### config.mk
export PLATFORM = sky130hd
export DESIGN_NAME = m92_addr_decode
export DESIGN_NICKNAME = d
export VERILOG_FILES = /design/src/source/m92_bus_pkg.sv /design/src/source/m92_io_pkg.sv /design/src/source/m92_addr_decode.sv
export VERILOG_INCLUDE_DIRS = /design/src /design/src/source
export SDC_FILE = /design/constraint.sdc
export NUM_CORES = 1
export LEC_CHECK = 0
export BUFFER_PORTS_ARGS = -buffer_cell sky130_fd_sc_hd__buf_4
export CAP_MARGIN = 20
export CELL_PAD_IN_SITES_DETAIL_PLACEMENT = 2
export CELL_PAD_IN_SITES_GLOBAL_PLACEMENT = 2
export CORE_ASPECT_RATIO = 0.9
export CORE_MARGIN = 2
export CORE_UTILIZATION = 28
export DETAILED_ROUTE_END_ITERATION = 10
export PLACE_DENSITY_LB_ADDON = 0.05
export SLEW_MARGIN = 0
export SYNTH_ARGS = -nofsm -noshare
export SYNTH_HDL_FRONTEND = slang
export SYNTH_SLANG_ARGS = --single-unit
### constraint.sdc
create_clock -name clk_sys -period 2.25 [get_ports clk_sys]
set_clock_uncertainty 0.1 [all_clocks]
set_input_delay 0.225 -clock clk_sys [delete_from_list [all_inputs] [get_ports clk_sys]]
set_output_delay 0.225 -clock clk_sys [all_outputs]
set_load 0.02 [all_outputs]
### src/source/m92_settings.svh
// M92 CPU memory side settings
// Bus widths, ROM cache geometry and the CPU memory map
`ifndef M92_SETTINGS_SVH
`define M92_SETTINGS_SVH

// Bus and storage widths
`define M92_CPU_ADDR_W        20
`define M92_SDR_ADDR_W        25
`define M92_CACHE_LINES_LOG2  5
`define M92_RAM_WORDS_LOG2    15

// Plain ROM lies below M92_ROM_END
`define M92_ROM_END           20'hA0000

// Window limits are inclusive
`define M92_BANK_BASE         20'hA0000
`define M92_BANK_END          20'hAFFFF
`define M92_BANK_ROM_BASE     25'h0100000
`define M92_RAM_BASE          20'hE0000
`define M92_RAM_END           20'hEFFFF

`endif

### src/source/m92_bus_pkg.sv
// M92 CPU bus package
// Request, response and decoded request types shared by the pipeline stages
`default_nettype none
`include "m92_settings.svh"

package m92_bus_pkg;

    typedef enum logic [1:0] {
        mem_read  = 2'd0,
        mem_write = 2'd1,
        io_read   = 2'd2,
        io_write  = 2'd3
    } req_kind_e;

    typedef enum logic [1:0] {
        rgn_rom  = 2'd0,
        rgn_ram  = 2'd1,
        rgn_io   = 2'd2,
        rgn_none = 2'd3
    } region_e;

    typedef struct packed {
        req_kind_e                   kind;
        logic [`M92_CPU_ADDR_W-1:0]  addr;
        logic [15:0]                 wdata;
        logic [1:0]                  byte_en;
    } cpu_req_t;

    typedef struct packed {
        logic [15:0] rdata;
    } cpu_rsp_t;

    // Stage 1 output with write data already in its byte lane
    typedef struct packed {
        region_e                         region;
        req_kind_e                       kind;
        logic [`M92_SDR_ADDR_W-1:0]      rom_addr;
        logic [`M92_RAM_WORDS_LOG2-1:0]  ram_index;
        logic                            lane_odd;
        logic [15:0]                     wdata;
        logic [1:0]                      byte_en;
        logic [7:0]                      io_addr;
    } dec_req_t;

endpackage

`default_nettype wire

### src/source/m92_io_pkg.sv
// M92 I/O package
// Port numbers and the board input bundle
`default_nettype none

package m92_io_pkg;

    typedef enum logic [7:0] {
        port_p1_p2 = 8'h00,
        port_flags = 8'h02,
        port_dip   = 8'h04,
        port_p3_p4 = 8'h06,
        port_bank  = 8'h20
    } io_port_e;

    // Bits 3..0 are directions and bits 9..4 are buttons, all active high
    typedef struct packed {
        logic [9:0] p1;
        logic [9:0] p2;
        logic [9:0] p3;
        logic [9:0] p4;
        logic [3:0] coin;
        logic [3:0] start;
    } player_in_t;

endpackage

`default_nettype wire

### src/source/m92_addr_decode.sv
// M92 address decode, pipeline stage 1
// Registers an accepted CPU request and classifies it by region
`timescale 1ns/10ps
`default_nettype none
`include "m92_settings.svh"

module m92_addr_decode (
    input  wire logic                   clk_sys,
    input  wire logic                   reset_n,
    input  wire logic                   stall,
    input  wire logic                   req_valid,
    input  wire m92_bus_pkg::cpu_req_t  req,
    input  wire logic [3:0]             bank,
    output logic                        dec_valid,
    output m92_bus_pkg::dec_req_t       dec
);

    m92_bus_pkg::dec_req_t next_dec;
    logic [3:0]            bank_eff;
    logic                  in_bank;
    logic                  in_ram;

    // A bank write still sitting here must reach the request right behind it
    assign bank_eff = (dec_valid && dec.kind == m92_bus_pkg::io_write &&
                       dec.io_addr == m92_io_pkg::port_bank) ? dec.wdata[3:0] : bank;

    assign in_bank = (req.addr >= `M92_BANK_BASE) && (req.addr <= `M92_BANK_END);
    assign in_ram  = (req.addr >= `M92_RAM_BASE) && (req.addr <= `M92_RAM_END);

    always_comb begin
        next_dec.kind      = req.kind;
        next_dec.rom_addr  = `M92_SDR_ADDR_W'(req.addr);
        next_dec.ram_index = req.addr[`M92_RAM_WORDS_LOG2:1];
        next_dec.lane_odd  = req.addr[0];
        next_dec.io_addr   = req.addr[7:0];
        // Odd byte moves up into the high lane
        next_dec.wdata     = req.addr[0] ? {req.wdata[7:0], 8'h00} : req.wdata;
        next_dec.byte_en   = req.addr[0] ? {req.byte_en[0], 1'b0} : req.byte_en;

        if (req.kind == m92_bus_pkg::io_read || req.kind == m92_bus_pkg::io_write) begin
            next_dec.region = m92_bus_pkg::rgn_io;
        end else if (req.addr < `M92_ROM_END) begin
            next_dec.region = m92_bus_pkg::rgn_rom;
        end else if (in_bank) begin
            next_dec.region   = m92_bus_pkg::rgn_rom;
            next_dec.rom_addr = `M92_BANK_ROM_BASE +
                                `M92_SDR_ADDR_W'({bank_eff, req.addr[15:0]});
        end else if (in_ram) begin
            next_dec.region = m92_bus_pkg::rgn_ram;
        end else begin
            next_dec.region = m92_bus_pkg::rgn_none;
        end
    end

    always_ff @(posedge clk_sys or negedge reset_n) begin
        if (!reset_n) begin
            dec_valid <= 1'b0;
        end else if (!stall) begin
            dec_valid <= req_valid;
        end
    end

    always_ff @(posedge clk_sys) begin
        if (!stall) begin
            dec <= next_dec;
        end
    end

    a_io_region: assert property (@(posedge clk_sys) disable iff (!reset_n)
        dec_valid |-> ((dec.region == m92_bus_pkg::rgn_io) ==
                       (dec.kind == m92_bus_pkg::io_read || dec.kind == m92_bus_pkg::io_write)));

endmodule

`default_nettype wire

# After elaboration in Yosys (flattened, before gate mapping)
# Cells that the tools add are included.
[totals]
output_inout_bits = 72
ff_bits = 69
[op_classes]
add_sub_neg = 1
reduce_logical = 7
n_eq_ne = 4
order_cmp = 5
bitwise_logic = 1
n_mux = 9
[ops]
columns = ["operator", "count"]
rows = [
  ["two-way mux 20 bit", 3],
  [">= comparator 20 bit (second input constant)", 2],
  ["less-or-equal comparator 20 bit (second input constant)", 2],
  ["adder 21 x 20 -> 22 bit (first input constant)", 1],
  ["less-than comparator 20 bit (second input constant)", 1],
  ["two-way mux 16 bit", 1],
  ["== test 8 x 6 -> 1 bit (second input constant)", 1],
  ["two-way mux 2 bit", 4],
  ["== test 2 bit (second input constant)", 3],
  ["OR reduction 3 bit", 2],
  ["logical AND 1 bit", 4],
  ["two-way mux 4 bit", 1],
  ["logical OR 1 bit", 1],
  ["inverter 1 bit", 1],
]

# Logic depth before layout (Yosys ltp)
[logic_depth]
depth_word = 8
mapped_depth = 3

# Least setup slack after synthesis
# OpenSTA, ideal clock, no wires.
[synth_timing]
kind = "in2reg"
start = "input stall"
end = "register dec[10] in the netlist's numbering, enable pin"
slack_ps = 689
stages = 1
t_arrival_ps = 1064
path_cell_list = "inv_1"
[synth_rtl]
columns = ["element", "line", "text"]
rows = [
  ["start: declaration", "m92_addr_decode.sv:10", "input wire logic stall,"],
  ["end signal: assignment", "m92_addr_decode.sv:65", "dec <= next_dec;"],
  ["end: declaration", "m92_addr_decode.sv:15", "output m92_bus_pkg::dec_req_t dec"],
]
# No word-level cell between the ends.

==> key figures <==
CTS
  • Clk Latency, worst-skew pair: 0.29 ns
  • CTS Buf Count: 5
  • Max Root-Sink Buffers: 2
  • H-tree depth: 2
  • Clock-pin slew of the registers on the worst-case setup and hold paths: 0.09 ns
  • # clock sinks: 44
  • CTS tree: built
  • Clock Tree Root: clkbuf_8

Hold path
  • Hold crit path type: in -> reg
  • Worst hold stages: 1
  • End of the worst hold path: dec[44]$_DFFE_PN_
  • Hold_sp: req[20]

Timing
  • Setup TNS: 0 ns
  • Final-report hold violation count: 0
  • Setup violators final: 0
  • RSZ-0062 raised after global routing: false
  • Max frequency: 0.6174 GHz
  • Final Max Tran Viols: 0
  • Crit path time final: 1.620 ns
  • Final period utilization: 0.7199

Power and ir drop
  • Pwr Density: 692.6 nW/um2
  • VDD IR max: 0.0003459 V
  • Leak Pwr: 1.274 nW

Placed design
  • GPL Wtd Cong: 0.8082
  • DP Wirelength: 3577 um
  • Buffers on Ports: 115
  • Dpl cell area: 2691 um2

Detailed routing
  • First-pass DRT Iterations: 4
  • Detailed-route wire length per cell: 15.23 um
  • Number of nets with antenna violations after routing: 0
  • Drt total wl: 4904 um
  • Starting DRC count in detailed routing: 31
  • Via count: 1353
  • Number of vias per cell: 4.202
  • Remaining DRCs: 0

Global route
  • Pin count of the biggest net entering global routing: 28
  • Global-route wire length before repair: 7396 um
  • GRT overflow: 0
  • Total GRT Usage: 0.1278
  • Initial antenna violation count: 0
  • Vias in the first global route: 1453

Floorplanning
  • Initial core utilization: 0.2893
  • DIE AREA: 7482 um2
  • Die height: 82.26 um
  • Die Width: 90.96 um
  • Rows: 28
  • Core footprint: 6586 um2
  • Io pins: 120

Worst setup path
  • CP Class: reg -> reg
  • Startpoint Class: register
  • Crit-path max FO: 4
  • Critical path required time: 2.19 ns
  • Worst reg2reg endpoint: dec[58]$_DFFE_PN_
  • Critical Path Source: dec[45]$_DFFE_PN_
  • CP Capture Type: register
  • FF-to-FF path depth: 3
  • Arrival time worst endpoint: 1.56 ns
  • Setup slack, reg-to-reg: 0.63 ns
  • Reg-to-Reg Start: dec[45]$_DFFE_PN_

Layout
  • Inserted Diodes: 0
  • Layout cell share with drive strength beyond 1: 0.5905
  • Nets: 279
  • Syn-to-layout area delta: 54.76%
  • Most frequent cells in the layout: 115 x buf_4, 43 x edfxtp_1, 15 x dlygate4sd3_1
  • Storage cell area: 1316 um2
  • # fillers: 690
  • Most common cell after layout, fill and taps aside: buf_4
  • Post-route cell area: 2949 um2
  • Multi-input combinational cell area: 375.4 um2

Synthesis
  • Unique masters post-synth: 18
  • Fraction of registers with async set/reset: 0.02273
  • Top_reg_cell synth: edfxtp_1
  • Proportion of synthesized chip area in sequential cells: 0.6907
  • EDFF count, synth: 43
  • Avg Cell Area, Syn: 15.88 um2
  • Synth warn: 0
  • Post-synthesis register bit count: 44
  • Synthesized area: 1906 um2
  • Post-Syn Instances: 120

Job
  • # Max-Cap Violations: 0

Outcome
  • Status: complete, no violations
-- final cells by class --
cell class	count	area share
flip-flops and latches	44	0.4463
well taps	90	0.03818
multi-input cells	48	0.1273
clock inverters	2	0.01188
inverters	1	0.001273
repair buffers	131	0.3504
clock buffers	6	0.02461
-- routing by layer --
metal,wire [um],track usage
met1,1771,0.1358
met2,2622,0.2311
met3,435,0.05263
met4,76,0.04848
met5,0,0
-- flip-flops by register name (all words and copies together) (netlist names) --
signal     flops
dec           43
dec_valid      1
-- through the flow --
| step | setup WS, ns | std cells | util | hold WS, ns | total power [mW] |
|---|---|---|---|---|---|
| after detailed placement | 0.5896 | 299 | 0.4086 | -0.09686 | 1.451 |
| final | 0.6303 | 322 | 0.4478 | 0.01175 | 2.043 |
| after global routing | 0.4781 | 322 | 0.4478 | 0.003308 | 2.133 |
| after CTS | 0.5755 | 319 | 0.4432 | 0.001289 | 2.067 |
| after global placement | 0.7122 | 299 | 0.4086 | -0.09803 | 1.441 |
| after floorplan | 0.6886 | 123 | - | -0.1706 | 1.259 |
-- Yosys cell counts (all sizes together) (2+ instances only) --
library cell | instances | share of area
or4b | 2 | 0.011
and4bb | 2 | 0.013
nor3b | 2 | 0.0079
nor2b | 10 | 0.033
o21ai | 4 | 0.011
mux2 | 11 | 0.065
edfxtp | 43 | 0.68
buf | 29 | 0.11
mux2i | 4 | 0.021
a21oi | 5 | 0.013
-- repair_timing --
item | CTS | global route
endpoints found under the hold margin | 12 | 3
buffers inserted | 0 | 0
setup endpoints to repair | 0 | 0
hold buffers | 12 | 3
gates resized for setup | 0 | 0
-- worst max-delay path, cell delays in order (launching register included) --
cell and delay, ns:
edfxtp_1 0.45, nor4_1 0.35, nand3_1 0.29, mux2i_1 0.19
-- how the worst max path moves through the flow --
stage	end	slack (ns)	depth (start not counted)
2_1_floorplan	dec[10]$_SDFFCE_PP0N_	0.69	1
3_3_place_gp	dec[59]$_DFFE_PN_	0.71	3
3_5_place_dp	dec[58]$_DFFE_PN_	0.59	3
4_1_cts	dec[60]$_DFFE_PN_	0.58	3
5_1_grt	dec[58]$_DFFE_PN_	0.48	3
6_report	dec[58]$_DFFE_PN_	0.63	3
-- power breakdown --
part	leakage (nW)	switching, mW	internal (mW)
clock	0.0552	0.264	0.330
combinational	0.788	0.227	0.214
sequential	0.431	0.0335	0.974
-- logic make-up after synthesis --
logic type      share of synthesized area
flops                              0.6907
buf+inv                            0.1182
simple gates                      0.07550
mux                               0.08602
compound gates                    0.02758
other cells                      0.001968
No activity file was read; power rests on OpenSTA's default activity.
