[config.mk]
export PLATFORM = sky130hd
export DESIGN_NAME = m92_rom_cache
export DESIGN_NICKNAME = d
export VERILOG_FILES = /design/src/source/m92_bus_pkg.sv /design/src/source/m92_rom_cache.sv
export VERILOG_INCLUDE_DIRS = /design/src /design/src/source
export SDC_FILE = /design/constraint.sdc
export NUM_CORES = 2
export LEC_CHECK = 0
export BUFFER_PORTS_ARGS = -buffer_cell sky130_fd_sc_hd__buf_2
export CAP_MARGIN = 20
export CORE_MARGIN = 5
export CORE_UTILIZATION = 30
export CTS_CLUSTER_DIAMETER = 60
export DETAILED_ROUTE_END_ITERATION = 12
export SYNTH_ARGS = -nofsm -noshare
export SYNTH_HDL_FRONTEND = slang
export SYNTH_SLANG_ARGS = --single-unit
[constraint.sdc]
create_clock -name clk_sys -period 4.1 [get_ports clk_sys]
set_clock_uncertainty 0.15 [all_clocks]
set_input_delay 0.205 -clock clk_sys [delete_from_list [all_inputs] [get_ports clk_sys]]
set_output_delay 0.205 -clock clk_sys [all_outputs]
set_load 0.005 [all_outputs]
[src/source/m92_settings.svh]
// M92 CPU memory side settings
// Bus widths, ROM cache geometry and the CPU memory map
`ifndef M92_SETTINGS_SVH
`define M92_SETTINGS_SVH

// Bus and storage widths
`define M92_CPU_ADDR_W        20
`define M92_SDR_ADDR_W        25
`define M92_CACHE_LINES_LOG2  5
`define M92_RAM_WORDS_LOG2    15

// Plain ROM lies below M92_ROM_END
`define M92_ROM_END           20'hA0000

// Window limits are inclusive
`define M92_BANK_BASE         20'hA0000
`define M92_BANK_END          20'hAFFFF
`define M92_BANK_ROM_BASE     25'h0100000
`define M92_RAM_BASE          20'hE0000
`define M92_RAM_END           20'hEFFFF

`endif

[src/source/m92_bus_pkg.sv]
// M92 CPU bus package
// Request, response and decoded request types shared by the pipeline stages
`default_nettype none
`include "m92_settings.svh"

package m92_bus_pkg;

    typedef enum logic [1:0] {
        mem_read  = 2'd0,
        mem_write = 2'd1,
        io_read   = 2'd2,
        io_write  = 2'd3
    } req_kind_e;

    typedef enum logic [1:0] {
        rgn_rom  = 2'd0,
        rgn_ram  = 2'd1,
        rgn_io   = 2'd2,
        rgn_none = 2'd3
    } region_e;

    typedef struct packed {
        req_kind_e                   kind;
        logic [`M92_CPU_ADDR_W-1:0]  addr;
        logic [15:0]                 wdata;
        logic [1:0]                  byte_en;
    } cpu_req_t;

    typedef struct packed {
        logic [15:0] rdata;
    } cpu_rsp_t;

    // Stage 1 output with write data already in its byte lane
    typedef struct packed {
        region_e                         region;
        req_kind_e                       kind;
        logic [`M92_SDR_ADDR_W-1:0]      rom_addr;
        logic [`M92_RAM_WORDS_LOG2-1:0]  ram_index;
        logic                            lane_odd;
        logic [15:0]                     wdata;
        logic [1:0]                      byte_en;
        logic [7:0]                      io_addr;
    } dec_req_t;

endpackage

`default_nettype wire

[src/source/m92_rom_cache.sv]
// M92 ROM cache, pipeline stage 2 ROM path
// Direct mapped line cache filled from SDRAM in 64-bit bursts
`timescale 1ns/10ps
`default_nettype none
`include "m92_settings.svh"

module m92_rom_cache (
    input  wire logic                       clk_sys,
    input  wire logic                       reset_n,
    input  wire logic                       dec_valid,
    input  wire m92_bus_pkg::dec_req_t      dec,
    output logic                            stall,
    output logic [15:0]                     rom_word,
    output logic                            sdr_req,
    output logic [`M92_SDR_ADDR_W-1:0]      sdr_addr,
    input  wire logic                       sdr_rdy,
    input  wire logic [63:0]                sdr_data
);

    localparam int LINES_LOG2 = `M92_CACHE_LINES_LOG2;
    localparam int LINES      = 2 ** LINES_LOG2;
    localparam int TAG_LSB    = LINES_LOG2 + 3;
    localparam int TAG_W      = `M92_SDR_ADDR_W - TAG_LSB;

    typedef enum logic {
        cache_idle,
        cache_fill
    } cache_state_e;

    cache_state_e          state;
    logic [TAG_W-1:0]      tag_mem [LINES];
    logic [LINES-1:0]      tag_valid;
    logic [15:0]           data_mem [LINES*4];
    logic [LINES_LOG2-1:0] line;
    logic [TAG_W-1:0]      tag;
    logic                  rom_read;
    logic                  hit;

    // ========================================================================
    // Lookup
    // ========================================================================

    assign line     = dec.rom_addr[TAG_LSB-1:3];
    assign tag      = dec.rom_addr[`M92_SDR_ADDR_W-1:TAG_LSB];
    assign rom_read = dec_valid && dec.region == m92_bus_pkg::rgn_rom &&
                      dec.kind == m92_bus_pkg::mem_read;
    assign hit      = tag_valid[line] && (tag_mem[line] == tag);

    // Writes to ROM never fill
    assign sdr_req  = (state == cache_idle) && rom_read && !hit;
    assign sdr_addr = {dec.rom_addr[`M92_SDR_ADDR_W-1:3], 3'b000};

    // The stage 1 register stays frozen, so dec still names the line being filled
    assign stall    = sdr_req || (state == cache_fill);

    // ========================================================================
    // Fill state machine
    // ========================================================================

    always_ff @(posedge clk_sys or negedge reset_n) begin
        if (!reset_n) begin
            state     <= cache_idle;
            tag_valid <= '0;
        end else begin
            case (state)
                cache_idle: begin
                    if (sdr_req) begin
                        state           <= cache_fill;
                        tag_valid[line] <= 1'b1;
                    end
                end
                cache_fill: begin
                    if (sdr_rdy) begin
                        state <= cache_idle;
                    end
                end
                default: begin
                    state <= cache_idle;
                end
            endcase
        end
    end

    always_ff @(posedge clk_sys) begin
        if (sdr_req) begin
            tag_mem[line] <= tag;
        end
        // Word 0 sits in the low 16 bits of the burst
        if (state == cache_fill && sdr_rdy) begin
            for (int w = 0; w < 4; w++) begin
                data_mem[{line, 2'(w)}] <= sdr_data[w*16 +: 16];
            end
        end
        if (!stall) begin
            rom_word <= data_mem[dec.rom_addr[TAG_LSB-1:1]];
        end
    end

    a_rdy_in_fill: assert property (@(posedge clk_sys) disable iff (!reset_n)
        sdr_rdy |-> state == cache_fill);

    a_no_req_in_fill: assert property (@(posedge clk_sys) disable iff (!reset_n)
        state == cache_fill |-> !sdr_req);

endmodule

`default_nettype wire

Word level (Yosys, flattened, before mapping)
Memories as Yosys holds them, arrays and structs flattened. A register that Yosys moved wholly into a read port is not among the register bits.
Cells that the tools add are included.
{"block": "word_totals", "output_inout_bits": 43, "ff_bits": 33, "word_cells": 32, "input_bits": 139, "n_memories": 2, "ram_bits": 2592}
{"block": "op_classes", "mux": 10, "n_lt_le_gt_ge": 2, "n_reduce_logical": 13, "bitwise_logic": 2, "n_eq_ne": 1}
{"name": "data_mem", "words": 128, "width": 16, "read_ports": 1, "rd_clocked_by_memory_dff": 1, "wr": 4, "line_no": "m92_rom_cache.sv:33", "rtl": "logic [15:0] data_mem [LINES*4];"}
{"name": "tag_mem", "words": 32, "width": 17, "read_ports": 1, "rd_clocked_by_memory_dff": 0, "wr": 1, "line_no": "m92_rom_cache.sv:31", "rtl": "logic [TAG_W-1:0] tag_mem [LINES];"}
{"cell": "32-bit bitwise OR", "count": 1}
{"cell": "17-bit == test", "count": 1}
{"cell": "1-bit logical AND", "count": 7}
{"cell": "1-bit 2-to-1 mux", "count": 7}
{"cell": "5-bit by 6-bit less-than comparator with 1-bit output (second input constant)", "count": 1}
{"cell": "1-bit binary-select mux with 5-bit select", "count": 1}
{"cell": "1-bit demux with 5-bit select", "count": 1}
{"cell": "5-bit by 1-bit greater-or-equal comparator with 1-bit output (second input constant)", "count": 1}
{"cell": "2-bit logical NOT", "count": 2}
{"cell": "1-bit logical NOT", "count": 2}
{"cell": "1-bit one-hot mux with 2 select lines", "count": 1}
{"cell": "2-bit AND reduction", "count": 1}
{"cell": "1-bit logical OR", "count": 1}
{"cell": "1-bit NOT", "count": 1}

Longest topological paths before layout
{"block": "depth", "ltp_word": 7, "depth_mapped": 15, "depth_no_buf": 8}

Worst setup path before layout
Ideal clock, no wire load.
{"block": "synth_path", "path_type": "input-to-reg", "startpoint": "input port dec[46] (netlist bit)", "endpoint": "memory data_mem[104][0] (enable)", "setup_time_ns": 0.487, "arrival_ns": 4.938, "path_slack_ns": -1.475, "n_path_buf": 7, "cell_stages": 11, "t_required_ns": 3.463, "cell_sequence": "buf_2 buf_4 buf_6 buf_2 inv_2 buf_4 buf_2 buf_2 nor2_1 nand3_1 nor2_1"}
{"item": "start, declared", "line_no": "m92_rom_cache.sv:11", "rtl": "input wire m92_bus_pkg::dec_req_t dec,"}
{"item": "end, declared", "line_no": "m92_rom_cache.sv:33"}

Worst setup path after layout
{"block": "layout_path", "startpoint": "memory tag_mem[18][12] (netlist bit)", "endpoint": "output port stall"}
{"block": "layout_between", "elab_chain_cells": 6}
{"item": "start, declared", "line_no": "m92_rom_cache.sv:31"}
{"item": "memory read 32 x 17 bit"}
{"item": "17-bit == test", "line_no": "m92_rom_cache.sv:47", "rtl": "assign hit = tag_valid[line] && (tag_mem[line] == tag);"}
{"item": "1-bit logical AND", "line_no": "m92_rom_cache.sv:47"}
{"item": "1-bit logical NOT", "line_no": "m92_rom_cache.sv:50", "rtl": "assign sdr_req = (state == cache_idle) && rom_read && !hit;"}
{"item": "1-bit logical AND", "line_no": "m92_rom_cache.sv:50"}
{"item": "1-bit logical OR", "line_no": "m92_rom_cache.sv:54", "rtl": "assign stall = sdr_req || (state == cache_fill);"}
{"item": "end, declared", "line_no": "m92_rom_cache.sv:12", "rtl": "output logic stall,"}
Every way passes these cells.

==> report_table.html <==
<table>
<tr><th>Metric</th><th>Value</th></tr>
<tr><th colspan="2">Status</th></tr>
<tr><td>Outcome</td><td>finished clean</td></tr>
<tr><th colspan="2">Floorplan</th></tr>
<tr><td>Die Wd</td><td>approximately 590 µm</td></tr>
<tr><td>Vertical extent of the die</td><td>591 µm</td></tr>
<tr><td>Count of pins on the block boundary</td><td>~180</td></tr>
<tr><td>Starting density of the core</td><td>between 30 and 40%</td></tr>
<tr><td>Site row count</td><td>~210</td></tr>
<tr><td>Die area</td><td>0.349 mm²</td></tr>
<tr><td>Placeable core region</td><td>0.336 mm²</td></tr>
<tr><th colspan="2">Power and ir drop</th></tr>
<tr><td>Static leakage power</td><td>37.9 nW</td></tr>
<tr><td>Share of power burned in registers</td><td>approximately 53%</td></tr>
<tr><td>P per Cell Area</td><td>between 400 and 500 mW/mm²</td></tr>
<tr><td>Part of the total power dissipated in combinational logic</td><td>about 4.8%</td></tr>
<tr><td>Net switching fraction of the power</td><td>between 20% and 30%</td></tr>
<tr><td>Clock share of power</td><td>42.5%</td></tr>
<tr><td>Net Switching</td><td>roughly 0.012 W</td></tr>
<tr><td>Worst vdd ir</td><td>0.000393 V</td></tr>
<tr><td>Cell Int Power</td><td>around 0.045 W</td></tr>
<tr><td>Power Total</td><td>0.0565 W</td></tr>
<tr><th colspan="2">Place</th></tr>
<tr><td>Count of input and output buffers</td><td>135</td></tr>
<tr><td>Post-detail-place hpwl</td><td>147 mm</td></tr>
<tr><td>Placer congestion estimate</td><td>0.786</td></tr>
<tr><th colspan="2">Route</th></tr>
<tr><td>First-iteration detailed-routing DRC count</td><td>5,387</td></tr>
<tr><td>DRT Pass-1 Iters</td><td>5</td></tr>
<tr><td>Count of nets left with antenna violations after detail routing</td><td>0</td></tr>
<tr><td>Number of remaining DRC errors</td><td>0</td></tr>
<tr><td>Vias post-DR</td><td>49.3k</td></tr>
<tr><td>Final Routed Wirelength</td><td>259 mm</td></tr>
<tr><td>Routed wire per std cell</td><td>26.7 µm</td></tr>
<tr><td>Vias per inst</td><td>5.07</td></tr>
<tr><th colspan="2">CTS</th></tr>
<tr><td>Clock Tree Buf Depth</td><td>4</td></tr>
<tr><td>Clock Pin Slew Worst Setup and Hold Paths</td><td>0.06 ns</td></tr>
<tr><td>Clock sink total</td><td>2,641</td></tr>
<tr><td>Cell chosen for the clock root</td><td>clkbuf_16</td></tr>
<tr><td>Inserted Clock Buffers</td><td>278</td></tr>
<tr><td>Number of levels the H-tree was split into</td><td>5</td></tr>
<tr><td>Clock tree from TritonCTS</td><td>done</td></tr>
<tr><td>Clock Latency Late Sink</td><td>0.88 ns</td></tr>
<tr><th colspan="2">Setup path</th></tr>
<tr><td>Maximum fanout along the worst path</td><td>6</td></tr>
<tr><td>Type of element capturing the critical path</td><td>output pin</td></tr>
<tr><td>Critical path data required time</td><td>3.74 ns</td></tr>
<tr><td>Nature of the critical path startpoint</td><td>flop</td></tr>
<tr><td>CP Data Arrival Time</td><td>3.60 ns</td></tr>
<tr><td>Startpoint-to-endpoint class of the critical path</td><td>flop to output pin</td></tr>
<tr><th colspan="2">Hold path</th></tr>
<tr><td>Hold/Removal Path Class</td><td>input port to flop</td></tr>
<tr><th colspan="2">Synthesis</th></tr>
<tr><td>Average cell area after synthesis</td><td>23.0 µm²</td></tr>
<tr><td>Number of synthesized flops with an enable pin</td><td>2,608</td></tr>
<tr><td>Synth Instances</td><td>4,408</td></tr>
<tr><td>Sequential fraction of the synthesis area</td><td>a little under 80%</td></tr>
<tr><td>Netlist area before placement</td><td>0.101 mm²</td></tr>
<tr><td>Number of synthesis warnings</td><td>0</td></tr>
<tr><td>Async set-or-reset flop fraction in the synthesized netlist</td><td>1.25%</td></tr>
<tr><td>Most frequently used flop master after synthesis</td><td>edfxtp_1</td></tr>
<tr><td>Number of synthesized register bits</td><td>2,641</td></tr>
<tr><td>Post-synthesis cell type count</td><td>63</td></tr>
<tr><th colspan="2">Timing</th></tr>
<tr><td>Count of final max-slew check failures</td><td>0</td></tr>
<tr><td>Post-route clock period utilization</td><td>96.4%</td></tr>
<tr><td>Highest achievable clock rate</td><td>between 200 and 300 MHz</td></tr>
<tr><td>Max transition margin</td><td>21.2%</td></tr>
<tr><td>Slew at the pin with the worst max-slew slack</td><td>1.18 ns</td></tr>
<tr><td>Setup repair after global routing missed its margin</td><td>no</td></tr>
<tr><td>Final setup vio count</td><td>0</td></tr>
<tr><td>Min cycle time layout</td><td>3.95 ns</td></tr>
<tr><td>Final count of hold timing violations</td><td>0</td></tr>
<tr><td>Setup TNS</td><td>0 ns</td></tr>
<tr><td>Worst Hold Margin</td><td>0.0906 ns</td></tr>
<tr><th colspan="2">Global routing</th></tr>
<tr><td>Wire length of the first global-routing pass</td><td>370 mm</td></tr>
<tr><td>Pin count of the biggest net entering global routing</td><td>88</td></tr>
<tr><td>Initial antenna violation count</td><td>30</td></tr>
<tr><td>Aggregate global routing overflow</td><td>0</td></tr>
<tr><td>All-Layer GR Usage</td><td>about 14%</td></tr>
<tr><td>Number of global-route vias before repair</td><td>roughly 50k</td></tr>
<tr><th colspan="2">Run</th></tr>
<tr><td>Number of max-cap violations</td><td>0</td></tr>
<tr><th colspan="2">Finish</th></tr>
<tr><td>Synthesis-to-finish area growth</td><td>18.6%</td></tr>
<tr><td>Number of nets at the end of the flow</td><td>just over 5k</td></tr>
<tr><td>Fraction of final layout cells sized beyond drive strength 1</td><td>30.8%</td></tr>
</table>
## cell families (layout without fill, tap and decap cells)
logic type,after synthesis,in the layout,synth area share [%]
AO/OA/AOI/OAI,291,291,1.93
XOR/XNOR,9,9,0.0779
buffers and inverters,283,1061,1.45
flip-flops,2641,2641,78.2
multiplexers,889,889,16.9
other,1,8,0.00370
AND/OR/NAND/NOR,294,294,1.48
## power groups by stage
stage          sequential (W)  clock, W  combinational (W)
6_report               0.0298    0.0240            0.00271
5_1_grt                0.0298    0.0257            0.00289
4_1_cts                0.0298    0.0245            0.00277
3_5_place_dp           0.0303         0            0.00267
3_3_place_gp           0.0303         0            0.00267
2_1_floorplan          0.0303         0            0.00141
## through the flow
step	worst slack (ns)	cells	utilization [%]	instance area, µm²
finish	0.148	9708	35.7	120000
global route	0.0384	9705	35.7	120000
CTS	0.0136	9704	35.7	120000
detailed placement	-0.179	9128	32.9	111000
global placement	-0.249	9128	32.9	111000
floorplan	-0.890	4410	-	101000
## path summary, 6_finish.rpt
| path | cells past startpoint | slack (ns) | from | end |
|---|---|---|---|---|
| min reg2reg | 1 | 0.32 | tag_valid[1] | tag_valid[1] |
| min | 3 | 0.09 | dec[48] | rom_word[13] |
| min in group asynchronous | 4 | 0.46 | reset_n | state |
| max | 10 | 0.15 | tag_mem[18][12] | stall |
| max reg2reg | 9 | 0.47 | tag_mem[18][1] | tag_mem[25][4] |
| max in group asynchronous | 4 | 3.08 | reset_n | tag_valid[6] |
## registers in the layout, indices dropped and copies added, names as in the netlist
name / cells
data_mem: 2048
tag_mem: 544
tag_valid: 32
rom_word: 16
state: 1
## critical path, stage by stage (launching register included)
cell	delay, ns
edfxtp_1	0.36
mux2i_1	0.23
o22ai_1	0.14
nor4_1	0.43
nand2_1	0.12
xor2_1	0.21
nor4_2	0.51
and4_4	0.34
buf_12	0.13
o21ai_2	0.10
buf_2	0.19
## synthesized netlist by cell type, types with 12 or more instances
cell	n	area (µm²)
a22oi_1	37	278
nand3_1	38	190
nand2_1	72	270
buf_4	59	443
and3_1	12	75.1
nor2_1	83	312
edfxtp_1	2608	78300
mux2i_1	226	2260
a221oi_1	13	114
buf_1	18	67.6
clkbuf_1	81	304
o21ai_0	25	125
a21oi_1	39	195
dfrtp_1	33	826
o22ai_1	104	651
nor4_1	30	188
o21bai_1	22	165
buf_2	108	541
mux4_2	655	14800
## area by class of cell
type                    instances  area, µm²
diodes                          5       12.5
clock buffers                 361       7530
clock inverters               126       1060
fillers                     30782     216000
inverters                      10       45.0
multi-input cells            1486      21100
flip-flops and latches       2641      79100
well taps                    4515       5650
repair buffers                564       5530
## layout by cell type (no fill, tap or decap), types with 8 or more instances in the layout
cell type      Yosys  final
edfxtp_1        2608   2608
mux4_2           655    655
clkbuf_16          0    289
buf_4             59    235
mux2i_1          226    226
buf_2            108    129
buf_12             0    110
o22ai_1          104    103
dlygate4sd3_1      0     86
nand2_1           72     72
clkbuf_1          81     69
clkinv_1           1     49
clkinv_2           0     39
a21oi_1           39     38
a22oi_1           37     37
nand3_1           38     37
nor2_4             0     35
dfrtp_1           33     33
nor2_1            83     28
o21ai_0           25     24
o21bai_1          22     22
nor4_1            30     21
nor2_2             0     20
bufinv_16          0     14
a221oi_1          13     13
and3_1            12     12
nor4_2             2     11
nand4_1            9      9
xor2_1             9      9
a31oi_1            8      8
mux2_2             8      8
inv_1              8      8
## repair_timing
action                                  in CTS  in global routing
gates resized for setup                      6                  4
setup buffers                                1                  0
hold buffers                                88                  0
endpoints found under the hold margin     2644                  0
pin swaps                                    1                  2
endpoints found under the setup margin       2                  2
cloned                                       0                  0
## layer usage
metal | wire, µm | vias up | track usage (%) | share of wire (%)
met1 | 109000 | 26813 | 20.5 | 42
met5 | 60 | - | 0 | 0.023
met2 | 124000 | 2058 | 23.3 | 48
met4 | 5460 | 10 | 3.25 | 2.1
li1 | - | 20014 | - | -
met3 | 20600 | 363 | 2.70 | 8.0
(Power assumes the default switching activity.)
