**src/source/m92_settings.svh**
```systemverilog
// M92 CPU memory side settings
// Bus widths, ROM cache geometry and the CPU memory map
`ifndef M92_SETTINGS_SVH
`define M92_SETTINGS_SVH

// Bus and storage widths
`define M92_CPU_ADDR_W        20
`define M92_SDR_ADDR_W        25
`define M92_CACHE_LINES_LOG2  5
`define M92_RAM_WORDS_LOG2    15

// Plain ROM lies below M92_ROM_END
`define M92_ROM_END           20'hA0000

// Window limits are inclusive
`define M92_BANK_BASE         20'hA0000
`define M92_BANK_END          20'hAFFFF
`define M92_BANK_ROM_BASE     25'h0100000
`define M92_RAM_BASE          20'hE0000
`define M92_RAM_END           20'hEFFFF

`endif

```
**src/source/m92_bus_pkg.sv**
```systemverilog
// M92 CPU bus package
// Request, response and decoded request types shared by the pipeline stages
`default_nettype none
`include "m92_settings.svh"

package m92_bus_pkg;

    typedef enum logic [1:0] {
        mem_read  = 2'd0,
        mem_write = 2'd1,
        io_read   = 2'd2,
        io_write  = 2'd3
    } req_kind_e;

    typedef enum logic [1:0] {
        rgn_rom  = 2'd0,
        rgn_ram  = 2'd1,
        rgn_io   = 2'd2,
        rgn_none = 2'd3
    } region_e;

    typedef struct packed {
        req_kind_e                   kind;
        logic [`M92_CPU_ADDR_W-1:0]  addr;
        logic [15:0]                 wdata;
        logic [1:0]                  byte_en;
    } cpu_req_t;

    typedef struct packed {
        logic [15:0] rdata;
    } cpu_rsp_t;

    // Stage 1 output with write data already in its byte lane
    typedef struct packed {
        region_e                         region;
        req_kind_e                       kind;
        logic [`M92_SDR_ADDR_W-1:0]      rom_addr;
        logic [`M92_RAM_WORDS_LOG2-1:0]  ram_index;
        logic                            lane_odd;
        logic [15:0]                     wdata;
        logic [1:0]                      byte_en;
        logic [7:0]                      io_addr;
    } dec_req_t;

endpackage

`default_nettype wire

```
**src/source/m92_io_pkg.sv**
```systemverilog
// M92 I/O package
// Port numbers and the board input bundle
`default_nettype none

package m92_io_pkg;

    typedef enum logic [7:0] {
        port_p1_p2 = 8'h00,
        port_flags = 8'h02,
        port_dip   = 8'h04,
        port_p3_p4 = 8'h06,
        port_bank  = 8'h20
    } io_port_e;

    // Bits 3..0 are directions and bits 9..4 are buttons, all active high
    typedef struct packed {
        logic [9:0] p1;
        logic [9:0] p2;
        logic [9:0] p3;
        logic [9:0] p4;
        logic [3:0] coin;
        logic [3:0] start;
    } player_in_t;

endpackage

`default_nettype wire

```
**src/source/m92_io_ports.sv**
```systemverilog
// M92 I/O ports
// Switch read multiplexer plus the system flag and bank select latches
`timescale 1ns/10ps
`default_nettype none

module m92_io_ports (
    input  wire logic                    clk_sys,
    input  wire logic                    reset_n,
    input  wire logic                    dec_valid,
    input  wire m92_bus_pkg::dec_req_t   dec,
    input  wire m92_io_pkg::player_in_t  players,
    input  wire logic [23:0]             dip_sw,
    output logic [7:0]                   io_byte,
    output logic [3:0]                   bank,
    output logic [7:0]                   sys_flags
);

    logic [7:0]  sw_p1;
    logic [7:0]  sw_p2;
    logic [7:0]  sw_p3;
    logic [7:0]  sw_p4;
    logic [15:0] flags;
    logic [15:0] port_word;
    logic        io_wr;

    // Buttons 4 and 5 on top, directions in the low nibble
    assign sw_p1 = {players.p1[4], players.p1[5], 2'b00, players.p1[3:0]};
    assign sw_p2 = {players.p2[4], players.p2[5], 2'b00, players.p2[3:0]};

    // Players 3 and 4 carry their own coin and start
    assign sw_p3 = {players.p3[4], players.p3[5], players.coin[2], players.start[2],
                    players.p3[3:0]};
    assign sw_p4 = {players.p4[4], players.p4[5], players.coin[3], players.start[3],
                    players.p4[3:0]};

    // DMA and sound status are not built here and read as 1
    assign flags = {~dip_sw[23:16], 4'b1111, ~players.coin[1:0], ~players.start[1:0]};

    always_comb begin
        case ({dec.io_addr[7:1], 1'b0})
            m92_io_pkg::port_p1_p2: port_word = {~sw_p2, ~sw_p1};
            m92_io_pkg::port_flags: port_word = flags;
            m92_io_pkg::port_dip:   port_word = ~dip_sw[15:0];
            m92_io_pkg::port_p3_p4: port_word = {~sw_p4, ~sw_p3};
            default:                port_word = 16'hFFFF;
        endcase
    end

    // Odd port address picks the high byte
    assign io_byte = dec.io_addr[0] ? port_word[15:8] : port_word[7:0];

    assign io_wr = dec_valid && dec.kind == m92_bus_pkg::io_write;

    always_ff @(posedge clk_sys or negedge reset_n) begin
        if (!reset_n) begin
            sys_flags <= 8'h00;
            bank      <= 4'h0;
        end else begin
            if (io_wr && dec.io_addr == m92_io_pkg::port_flags) begin
                sys_flags <= dec.wdata[7:0];
            end
            if (io_wr && dec.io_addr == m92_io_pkg::port_bank) begin
                bank <= dec.wdata[3:0];
            end
        end
    end

endmodule

`default_nettype wire

```
**config.mk**
```make
export PLATFORM = sky130hd
export DESIGN_NAME = m92_io_ports
export DESIGN_NICKNAME = d
export VERILOG_FILES = /design/src/source/m92_bus_pkg.sv /design/src/source/m92_io_pkg.sv /design/src/source/m92_io_ports.sv
export VERILOG_INCLUDE_DIRS = /design/src /design/src/source
export SDC_FILE = /design/constraint.sdc
export NUM_CORES = 1
export LEC_CHECK = 0
export ABC_CLOCK_PERIOD_IN_PS = 2700
export BUFFER_PORTS_ARGS = -buffer_cell sky130_fd_sc_hd__buf_2
export CORE_ASPECT_RATIO = 1.1
export CORE_MARGIN = 10
export CORE_UTILIZATION = 28
export DETAILED_ROUTE_END_ITERATION = 8
export PLACE_DENSITY = 0.79
export REMOVE_ABC_BUFFERS = 1
export SETUP_SLACK_MARGIN = 0.05
export SLEW_MARGIN = 0
export SYNTH_ARGS = -nofsm -noshare
export SYNTH_HDL_FRONTEND = slang
export SYNTH_SLANG_ARGS = --single-unit
```
**constraint.sdc**
```tcl
create_clock -name clk_sys -period 2.7 [get_ports clk_sys]
set_input_delay 0.81 -clock clk_sys [delete_from_list [all_inputs] [get_ports clk_sys]]
set_output_delay 0.81 -clock clk_sys [all_outputs]
set_load 0.005 [all_outputs]
```
Word level (Yosys, flattened, before mapping). Cells that the tools add are included.

Output and inout port bits: 20. Flip-flop bits (word level): 12. Bits of input ports: 146. Logic and storage cells: 22.

Reductions and logical operators: 4. Mux-type cells: 2. Eq/ne operators: 6. Bitwise operators: 8.

Operators with widths (number): 16-bit case mux with 4 select lines (1); 8-bit inverter (5); 16-bit inverter (1); 7-bit by 2-bit equality test with 1-bit output (second input constant) (2); 8-bit by 2-bit equality test with 1-bit output (second input constant) (1); 8-bit by 6-bit equality test with 1-bit output (second input constant) (1); 8-bit two-way mux (1); 7-bit by 1-bit equality test with 1-bit output (second input constant) (1); 7-bit zero test (1); 2-bit inverter (2); 1-bit logical AND (3); 2-bit equality test (second input constant) (1).

Logic depth before layout (Yosys ltp). Gate-level depths: netlist (run 1).

Word-level depth: 3. Depth in mapped cells: 6. Mapped depth without buffers: 5.

Worst setup path before layout (run 1). OpenSTA, ideal clock, no wires.

Path kind: input to output. From: in dec[6] (netlist bit). To: out io_byte[0]. Path slack: 59 ps. Buffers on the path: 0. Stages: 5. Data required time: 1890 ps. Arrival time: 1831 ps. Path through: or3_4 nor3_4 nand2_2 o31ai_1 a221oi_1.

Longest elaborated chain between the ends: 3.

RTL lines: start: declaration (line m92_io_ports.sv:10) `input wire m92_bus_pkg::dec_req_t dec,`; 7-bit by 2-bit equality test with 1-bit output (tied with other cells) (line m92_io_ports.sv:40) `case ({dec.io_addr[7:1], 1'b0})`; 16-bit case mux with 4 select lines (*) (line m92_io_ports.sv:40); 8-bit two-way mux (*) (line m92_io_ports.sv:50) `assign io_byte = dec.io_addr[0] ? port_word[15:8] : port_word[7:0];`; end: declaration (line m92_io_ports.sv:13) `output logic [7:0] io_byte,`.

Mark *: on every way between the ends. The rest lies on a longest branch, timed or not.

Final worst setup path (run 1).
From: in dec[6] (netlist bit). To: out io_byte[1].

The elaborated chain is that of the path after synthesis.

==> flow_summary.ini, run 1 <==
[final_layout]
layoutNonFillerInstCount = 274
final_nets = 371
fillers = 322
final_cell_mix = 92 x buf_2, 20 x buf_4, 12 x dfrtp_1, 11 x mux2_1, 8 x nand2_1
utilization_pct = 53.27
layout_commonest_cell = buf_2
layout-drive-gt1-share_pct = 67.86
num_antenna_cells = 0
area_growth_pct = 81.78

[grt]
track_usage_pct = 12.87
grt_start_max_net_pins = 15
grt_pass1_wl_mm = 7.079
grt_pass1_vias = 1534
antenna_found_initial = 0
grt-ovfl-total = 0

[timing]
worstMarginPinSlew_ns = 0.3942
period_share_pct = 108.2
max-slew-margin-rel_pct = 73.56
setup_viol = 6
hold_viol_final = 0
rsz0062_at_grt = yes
maxSlewViolCount = 0
fin_skew_ns = 0
holdWs_ns = 0.4321
max_freq_mhz = 342.3
layout_setup_ws_ns = -0.2217
min_period_ns = 2.922

[pwr]
seq_power_share_pct = 33.5
power.share.combinational_pct = 30.8
p_int_w = 0.0004045
power.leakage_nw = 1.010
switching_power_w = 0.0001447
finalPower_w = 0.0005493
clkPwrFrac_pct = 35.8
p_sw_share_pct = 26.35
max-vdd-ir-drop_mv = 0.2810
powerDensity_mw_per_mm2 = 282.1

[detailed_routing]
drt-total-wl_mm = 4.654
first_pass_iters = 4
vias = 1355
drt_iter0_markers = 52
ant_nets = 0
routedWlPerCell_um = 16.99
drc = 0
viasPerCell = 4.945

[die]
start_util_pct = 29.31
core_area_mm2 = 0.003655
die_h_um = 84.87
die-area_mm2 = 0.006702
io_pins = 166
num_rows = 23
die_w_um = 78.97

[clocking]
clkTransAtPathRegs_ns = 0.05
insertion_delay_ns = 0.24
cts_buffer_depth = 2
ctsHtreeMaxLevel = 1
cts_tree = done
clock_sinks = 12
postCtsHoldBufs = 0
cts-root-buf = clkbuf_8
cts_made_buffers = 3

[critical_path]
path_cells = buf_8 -> or3_4 -> nor4_4 -> buf_4 -> o211ai_1 -> o31a_1 -> buf_2
path_class = input pin to output port
cp.required_ns = 1.89
crit_path_end_kind = output port
path_delay_family = simple AND/OR/NAND/NOR gates
reg2reg_slack_ns = 1.89
cp_max_fo = 4
arrival_ns = 2.11
slowest_delay_ns = 0.41
startpoint_type = input pin
worst_path_max_delay_cell = or3_4
critical_path_buf_inv_count = 3

[outcome]
run_status = complete, but fails checks
violations = setup timing

[yosys]
yosys_warnings = 0
synthCells = 108
synth-edff-count = 0
synthArstFlopShare_pct = 100.0
ys.flop_type = dfrtp_1
ys_seq_area_share_pct = 28.04
syn-mean-instance-area_um2 = 9.917
synth-seq-cells = 12
synth_cell_types = 37
netlist_area_mm2 = 0.001071

[hold_path]
hold_path_class = input pin to asynchronous set/reset pin

[placed_design]
place.gp.congestion = 0.8605
port_buffers = 96
hpwl_mm = 3.856
dp.cells = 269

[flow_run]
drv_cap = 0
stage by stage:
step / setup WS [ns] / cell area [µm²] / TNS, ns
floorplan: 0.05926 / 1041 / 0
global placement: -0.2229 / 1742 / -1.118
detailed placement: -0.2350 / 1742 / -1.129
CTS: -0.1789 / 1852 / -0.8375
global route: -0.2804 / 1947 / -1.262
finish: -0.2217 / 1947 / -0.9625
cell families (layout without fill, tap and decap cells):
logic type | Yosys count | in the layout | share of synthesized area [%]
muxes | 25 | 25 | 28.50
AOI/OAI and AO/OA | 26 | 26 | 17.06
DFF | 12 | 12 | 28.04
buffers and inverters | 8 | 124 | 3.505
and+or+nand+nor | 37 | 37 | 22.90
per-layer routing:
metal,up-vias,track usage [%],part of all wire [%]
li1,654,-,-
met1,610,12.69,35
met2,80,21.90,49
met3,11,6.329,14
met4,0,6.362,2.3
met5,-,0,0
final timing paths:
check,start,endpoint,cells after the start
min,reset_n,bank[1],1
max in group asynchronous,reset_n,sys_flags[7],1
min reg2reg,bank[2],bank[2],1
max reg2reg,sys_flags[6],sys_flags[6],1
max,dec[6],io_byte[1],7
min in group clk_sys,bank[2],bank[2],1
registers in the layout, indices dropped and copies added, names as in the netlist:
register	flops
bank	4
sys_flags	8
timing repair:
item,CTS,global route
endpoints found under the setup margin,6,8
setup buffers,1,0
pin swaps,2,5
resized for setup,11,20
gates cloned,0,0
power by group through the flow:
stage               clock, W  sequential, W  combinational (W)
CTS                 0.000202       0.000184           0.000159
detailed placement         0       0.000187           0.000152
global route        0.000208       0.000184           0.000184
floorplan                  0       0.000187          0.0000446
global placement           0       0.000187           0.000148
finish              0.000196       0.000184           0.000169
layout make-up:
cell class / instances / area, µm² / area share [%]
Sequential cell: 12 / 300.3 / 15.42
Inverter: 2 / 7.507 / 0.3856
Timing Repair Buffer: 118 / 678.2 / 34.83
Multi-Input combinational cell: 88 / 843.3 / 43.32
Clock buffer: 4 / 55.05 / 2.828
Tap cell: 50 / 62.56 / 3.213
synthesized netlist by cell type (2+ instances only):
cell	number	area [µm²]
dfrtp_1	12	300.3
mux2_1	11	123.9
nand2_1	10	37.54
nor3_1	9	45.04
mux2i_1	8	80.08
a211oi_1	4	30.03
a21oi_1	4	20.02
a31oi_1	4	25.02
and2_1	3	18.77
buf_2	3	15.01
mux2_2	3	33.78
mux4_2	3	67.56
o21ai_1	3	15.01
o31ai_1	3	22.52
clkbuf_1	2	7.510
inv_1	2	7.510
nor2_1	2	7.510
o211ai_1	2	15.01
o31a_1	2	17.52
No activity file was read; power rests on OpenSTA's default activity.
==> run 2: changes to the inputs <==
- TNS_END_PERCENT: default -> 20
==> run 2 against run 1 <==
The run still ends with setup timing left. Cell area shrank 3.3%. Critical path type unchanged. Clock skew is the same. Clock power is essentially flat. Sequential share of layout area grew 0.52 points. Routed wire length shrank 2.4%. Cell count shrank 0.36%. Register-to-register slack is essentially flat. Via count shrank 1.3%. Largest power group unchanged. Power shrank 1.2%.
==> flow_summary.ini, run 2 (synthesized netlist as in run 1, its figures left out) <==
[outcome]
run_status = complete, but fails checks
violations = setup timing

[timing]
max-slew-margin-rel_pct = 73.56
worstMarginPinSlew_ns = 0.3942
holdWs_ns = 0.4324
setup_viol = 6
maxSlewViolCount = 0
period_share_pct = 107.5
hold_viol_final = 0
max_freq_mhz = 344.4
layout_setup_ws_ns = -0.2034
fin_skew_ns = 0
rsz0062_at_grt = yes
min_period_ns = 2.903

[grt]
grt_pass1_vias = 1537
grt_pass1_wl_mm = 7.065
track_usage_pct = 12.85
grt-ovfl-total = 0
antenna_found_initial = 0
grt_start_max_net_pins = 15

[die]
core_area_mm2 = 0.003655
num_rows = 23
io_pins = 166
die_h_um = 84.87
die-area_mm2 = 0.006702
start_util_pct = 29.31
die_w_um = 78.97

[final_layout]
layout_commonest_cell = buf_2
fillers = 335
final_cell_mix = 93 x buf_2, 20 x buf_4, 12 x dfrtp_1, 11 x mux2_1, 8 x nand2_1
final_nets = 370
largest_register_ffs = 8
finalInstanceArea_mm2 = 0.001883
area_growth_pct = 75.82
layout-drive-gt1-share_pct = 65.47
num_antenna_cells = 0
layoutNonFillerInstCount = 273
largest-register = sys_flags
top_regs = sys_flags (8), bank (4)

[detailed_routing]
viasPerCell = 4.901
drt-total-wl_mm = 4.541
top_layer = met4
m1WireLength_mm = 1.666
vias = 1338
ant_nets = 0
routedWlPerCell_um = 16.63
first_pass_iters = 4
drt_iter0_markers = 37
drc = 0
wl_met2_mm = 2.116
met3_length_um = 610

[pwr]
max-vdd-ir-drop_mv = 0.2814
powerDensity_mw_per_mm2 = 288.2
power.leakage_nw = 0.9713

[clocking]
cts_made_buffers = 3
cts-root-buf = clkbuf_8
ctsHtreeMaxLevel = 1
postCtsSetupRepairBufs = 0
cts_tree = done
cts_buffer_depth = 2
clock_sinks = 12
clkTransAtPathRegs_ns = 0.05
insertion_delay_ns = 0.24

[critical_path]
cp-startpoint = dec[6]
cp_max_fo = 4
arrival_ns = 2.09
worst_path_max_delay_cell = or3_4
reg2reg_from = sys_flags[6]
path_delay_family = simple AND/OR/NAND/NOR gates
slowest_delay_ns = 0.41
crit_path_end_kind = output port
startpoint_type = input pin
critical_path_buf_inv_count = 3
path_class = input pin to output port
path_cells = buf_8 -> or3_4 -> nor4_4 -> buf_4 -> o211ai_1 -> o31a_1 -> buf_2
cp.required_ns = 1.89

[flow_run]
drv_cap = 0

[placed_design]
dp_slack_ns = -0.2350
port_buffers = 96
dp.cells = 269
hpwl_mm = 3.856
place.gp.congestion = 0.8605
post_dp_cell_area_mm2 = 0.001742

[hold_path]
hold_path_class = input pin to asynchronous set/reset pin
==> run 2: final timing paths <==
check                               end  slack [ns]  depth (start not counted)
min reg2reg                     bank[2]        0.48                          1
max reg2reg                sys_flags[6]        1.89                          1
max in group asynchronous  sys_flags[7]        2.05                          1
max                          io_byte[1]       -0.20                          7
min in group clk_sys            bank[2]        0.48                          1
min                             bank[1]        0.43                          1
==> run 2: final cells by class <==
type                            instances  area [µm²]  area share (%)
Multi-Input combinational cell         88       797.0           42.33
Tap cell                               50       62.56           3.322
Clock buffer                            4       55.05           2.924
Inverter                                2       7.507          0.3987
Sequential cell                        12       300.3           15.95
Timing Repair Buffer                  117       660.6           35.08
==> run 2: power breakdown <==
group | switching [W] | leakage, nW | internal (W)
Combinational | 0.0000714 | 0.775 | 0.0000908
Clock | 0.0000675 | 0.0288 | 0.000129
Sequential | 0.00000119 | 0.167 | 0.000183
Total | 0.000140 | 0.971 | 0.000402
==> run 2: repair_timing <==
action | 4_1_cts | 5_1_grt
gates resized for setup | 8 | 11
endpoints found under the setup margin | 6 | 8
hold buffers | 0 | 0
pin swaps | 1 | 1
==> run 2: metrics by stage <==
stage          utilization (%)  TNS, ns  power (W)
2_1_floorplan                -        0  0.0002319
3_3_place_gp             47.65   -1.118  0.0003343
3_5_place_dp             47.65   -1.129  0.0003389
4_1_cts                  50.12  -0.8638  0.0005434
5_1_grt                  51.52   -1.398  0.0005697
6_report                 51.52  -0.9450  0.0005426
==> run 2: per-layer routing <==
metal  global-route usage, %  up-vias
met1                   12.69      588
met3                   6.329       15
met2                   21.83       84
li1                        -      651
met5                       0        -
met4                   6.362        0
==> run 3: changes to the inputs <==
- CAP_MARGIN: default -> 20
- REMOVE_ABC_BUFFERS: 1 -> default
==> run 3 against run 2 <==
The run still ends with setup timing left. Routed wire length shrank 3.4%. Die area did not move. Critical path depth unchanged. Via count fell by 0.15%. Sequential power about the same. Register-to-register slack about the same. Combinational power hardly changed. Critical path type unchanged. Largest cell class unchanged. Largest power group unchanged.
==> flow_summary.ini, run 3 (synthesized netlist as in run 1, its figures left out) <==
[outcome]
run_status = complete, but fails checks
violations = setup timing

[final_layout]
largest_register_ffs = 8
finalInstanceArea_mm2 = 0.001887
layout-drive-gt1-share_pct = 64.29
layout_commonest_cell = buf_2
fillers = 353
top_regs = sys_flags (8), bank (4)
final_nets = 371
area_growth_pct = 76.17
num_antenna_cells = 0
largest-register = sys_flags
final_cell_mix = 92 x buf_2, 21 x buf_4, 12 x dfrtp_1, 11 x mux2_1, 9 x nand2_1
layoutNonFillerInstCount = 274

[critical_path]
cp.required_ns = 1.89
crit_path_end_kind = output port
timing.rr.end = sys_flags[2]
startpoint_type = input pin
reg2reg_from = sys_flags[2]
cp_max_fo = 6
path_class = input pin to output port
r2r_cells = 1
reg2reg_slack_ns = 1.90
arrival_ns = 2.13

[placed_design]
dp_slack_ns = -0.2547
port_buffers = 96
dp.cells = 270
post_dp_cell_area_mm2 = 0.001749
place.gp.congestion = 0.8590
hpwl_mm = 3.697

[clocking]
clock_sinks = 12
clkTransAtPathRegs_ns = 0.05
ctsHtreeMaxLevel = 1
cts_tree = done
insertion_delay_ns = 0.24
cts_buffer_depth = 2
cts-root-buf = clkbuf_8
postCtsHoldBufs = 0
postCtsSetupRepairBufs = 0
cts_made_buffers = 3

[die]
die_h_um = 84.87
num_rows = 23
start_util_pct = 29.31
io_pins = 166
core_area_mm2 = 0.003655
die-area_mm2 = 0.006702
die_w_um = 78.97

[pwr]
power.share.combinational_pct = 29.7
switching_power_w = 0.0001365
finalPower_w = 0.0005401
max-vdd-ir-drop_mv = 0.3019
p_int_w = 0.0004037
p_sw_share_pct = 25.26
power.leakage_nw = 0.9672
clkPwrFrac_pct = 36.3
powerDensity_mw_per_mm2 = 286.3
seq_power_share_pct = 34.1

[timing]
layout_setup_ws_ns = -0.2377
rsz0062_at_grt = yes
period_share_pct = 108.8
max-slew-margin-rel_pct = 74.77
holdWs_ns = 0.4367
setup_viol = 6
maxSlewViolCount = 0
min_period_ns = 2.938
hold_viol_final = 0
worstMarginPinSlew_ns = 0.3756
max_freq_mhz = 340.4
fin_skew_ns = 0

[flow_run]
drv_cap = 0

[detailed_routing]
viasPerCell = 4.876
first_pass_iters = 2
drt-total-wl_mm = 4.385
ant_nets = 0
vias = 1336
routedWlPerCell_um = 16.00
drt_iter0_markers = 42
drc = 0

[hold_path]
hold_path_class = input pin to asynchronous set/reset pin

[grt]
grt_pass1_wl_mm = 6.624
grt_pass1_vias = 1441
antenna_found_initial = 1
grt-ovfl-total = 0
grt_start_max_net_pins = 13
track_usage_pct = 11.94

[yosys]
syn-num-nets = 254
run 3: what timing repair did:
item / CTS / global route
resized for setup: 7 / 14
setup endpoints to repair: 8 / 8
cloned: 0 / 0
hold endpoints to repair: 0 / 0
pin swaps: 4 / 1
run 3: worst max-delay path, cell delays in order:
cell and delay (ns):
buf_8 0.10, or3_4 0.41, nor3_4 0.15, nand2_2 0.15
nor4_4 0.30, a221oi_1 0.07, buf_2 0.14
run 3: how the worst max path moves through the flow:
stage / start / to / slack [ns] / depth (start not counted)
global route: dec[6] / io_byte[0] / -0.31 / 7
finish: dec[6] / io_byte[0] / -0.24 / 7
floorplan: dec[6] / io_byte[0] / 0.06 / 5
global placement: dec[6] / io_byte[0] / -0.24 / 7
detailed placement: dec[6] / io_byte[0] / -0.25 / 7
CTS: dec[6] / io_byte[0] / -0.21 / 7
run 3: per-layer routing:
layer	up-vias	track usage [%]	wire, µm
met5	-	0	20
met4	2	3.589	85
met3	12	5.907	588
met2	73	21.31	2073
met1	598	11.81	1617
li1	651	-	-
run 3: stage by stage:
step	utilization (%)	setup TNS, ns
after global placement	47.86	-1.028
after floorplan	-	0
after CTS	50.05	-0.8640
after detailed placement	47.86	-1.113
after global routing	51.63	-1.313
final	51.63	-0.8904
run 3: power groups by stage:
stage / combinational, W / sequential, W / clock (W)
detailed placement: 0.000151 / 0.000187 / 0
floorplan: 0.0000584 / 0.000187 / 0
CTS: 0.000154 / 0.000184 / 0.000200
global placement: 0.000147 / 0.000187 / 0
finish: 0.000160 / 0.000184 / 0.000196
global route: 0.000177 / 0.000184 / 0.000203
run 3: layout make-up:
type,count,area (µm²),area share [%]
repair buffers,118,678.2,35.94
flip-flops and latches,12,300.3,15.92
multi-input cells,88,783.3,41.51
inverters,2,7.507,0.3979
clock buffers,4,55.05,2.918
well taps,50,62.56,3.316
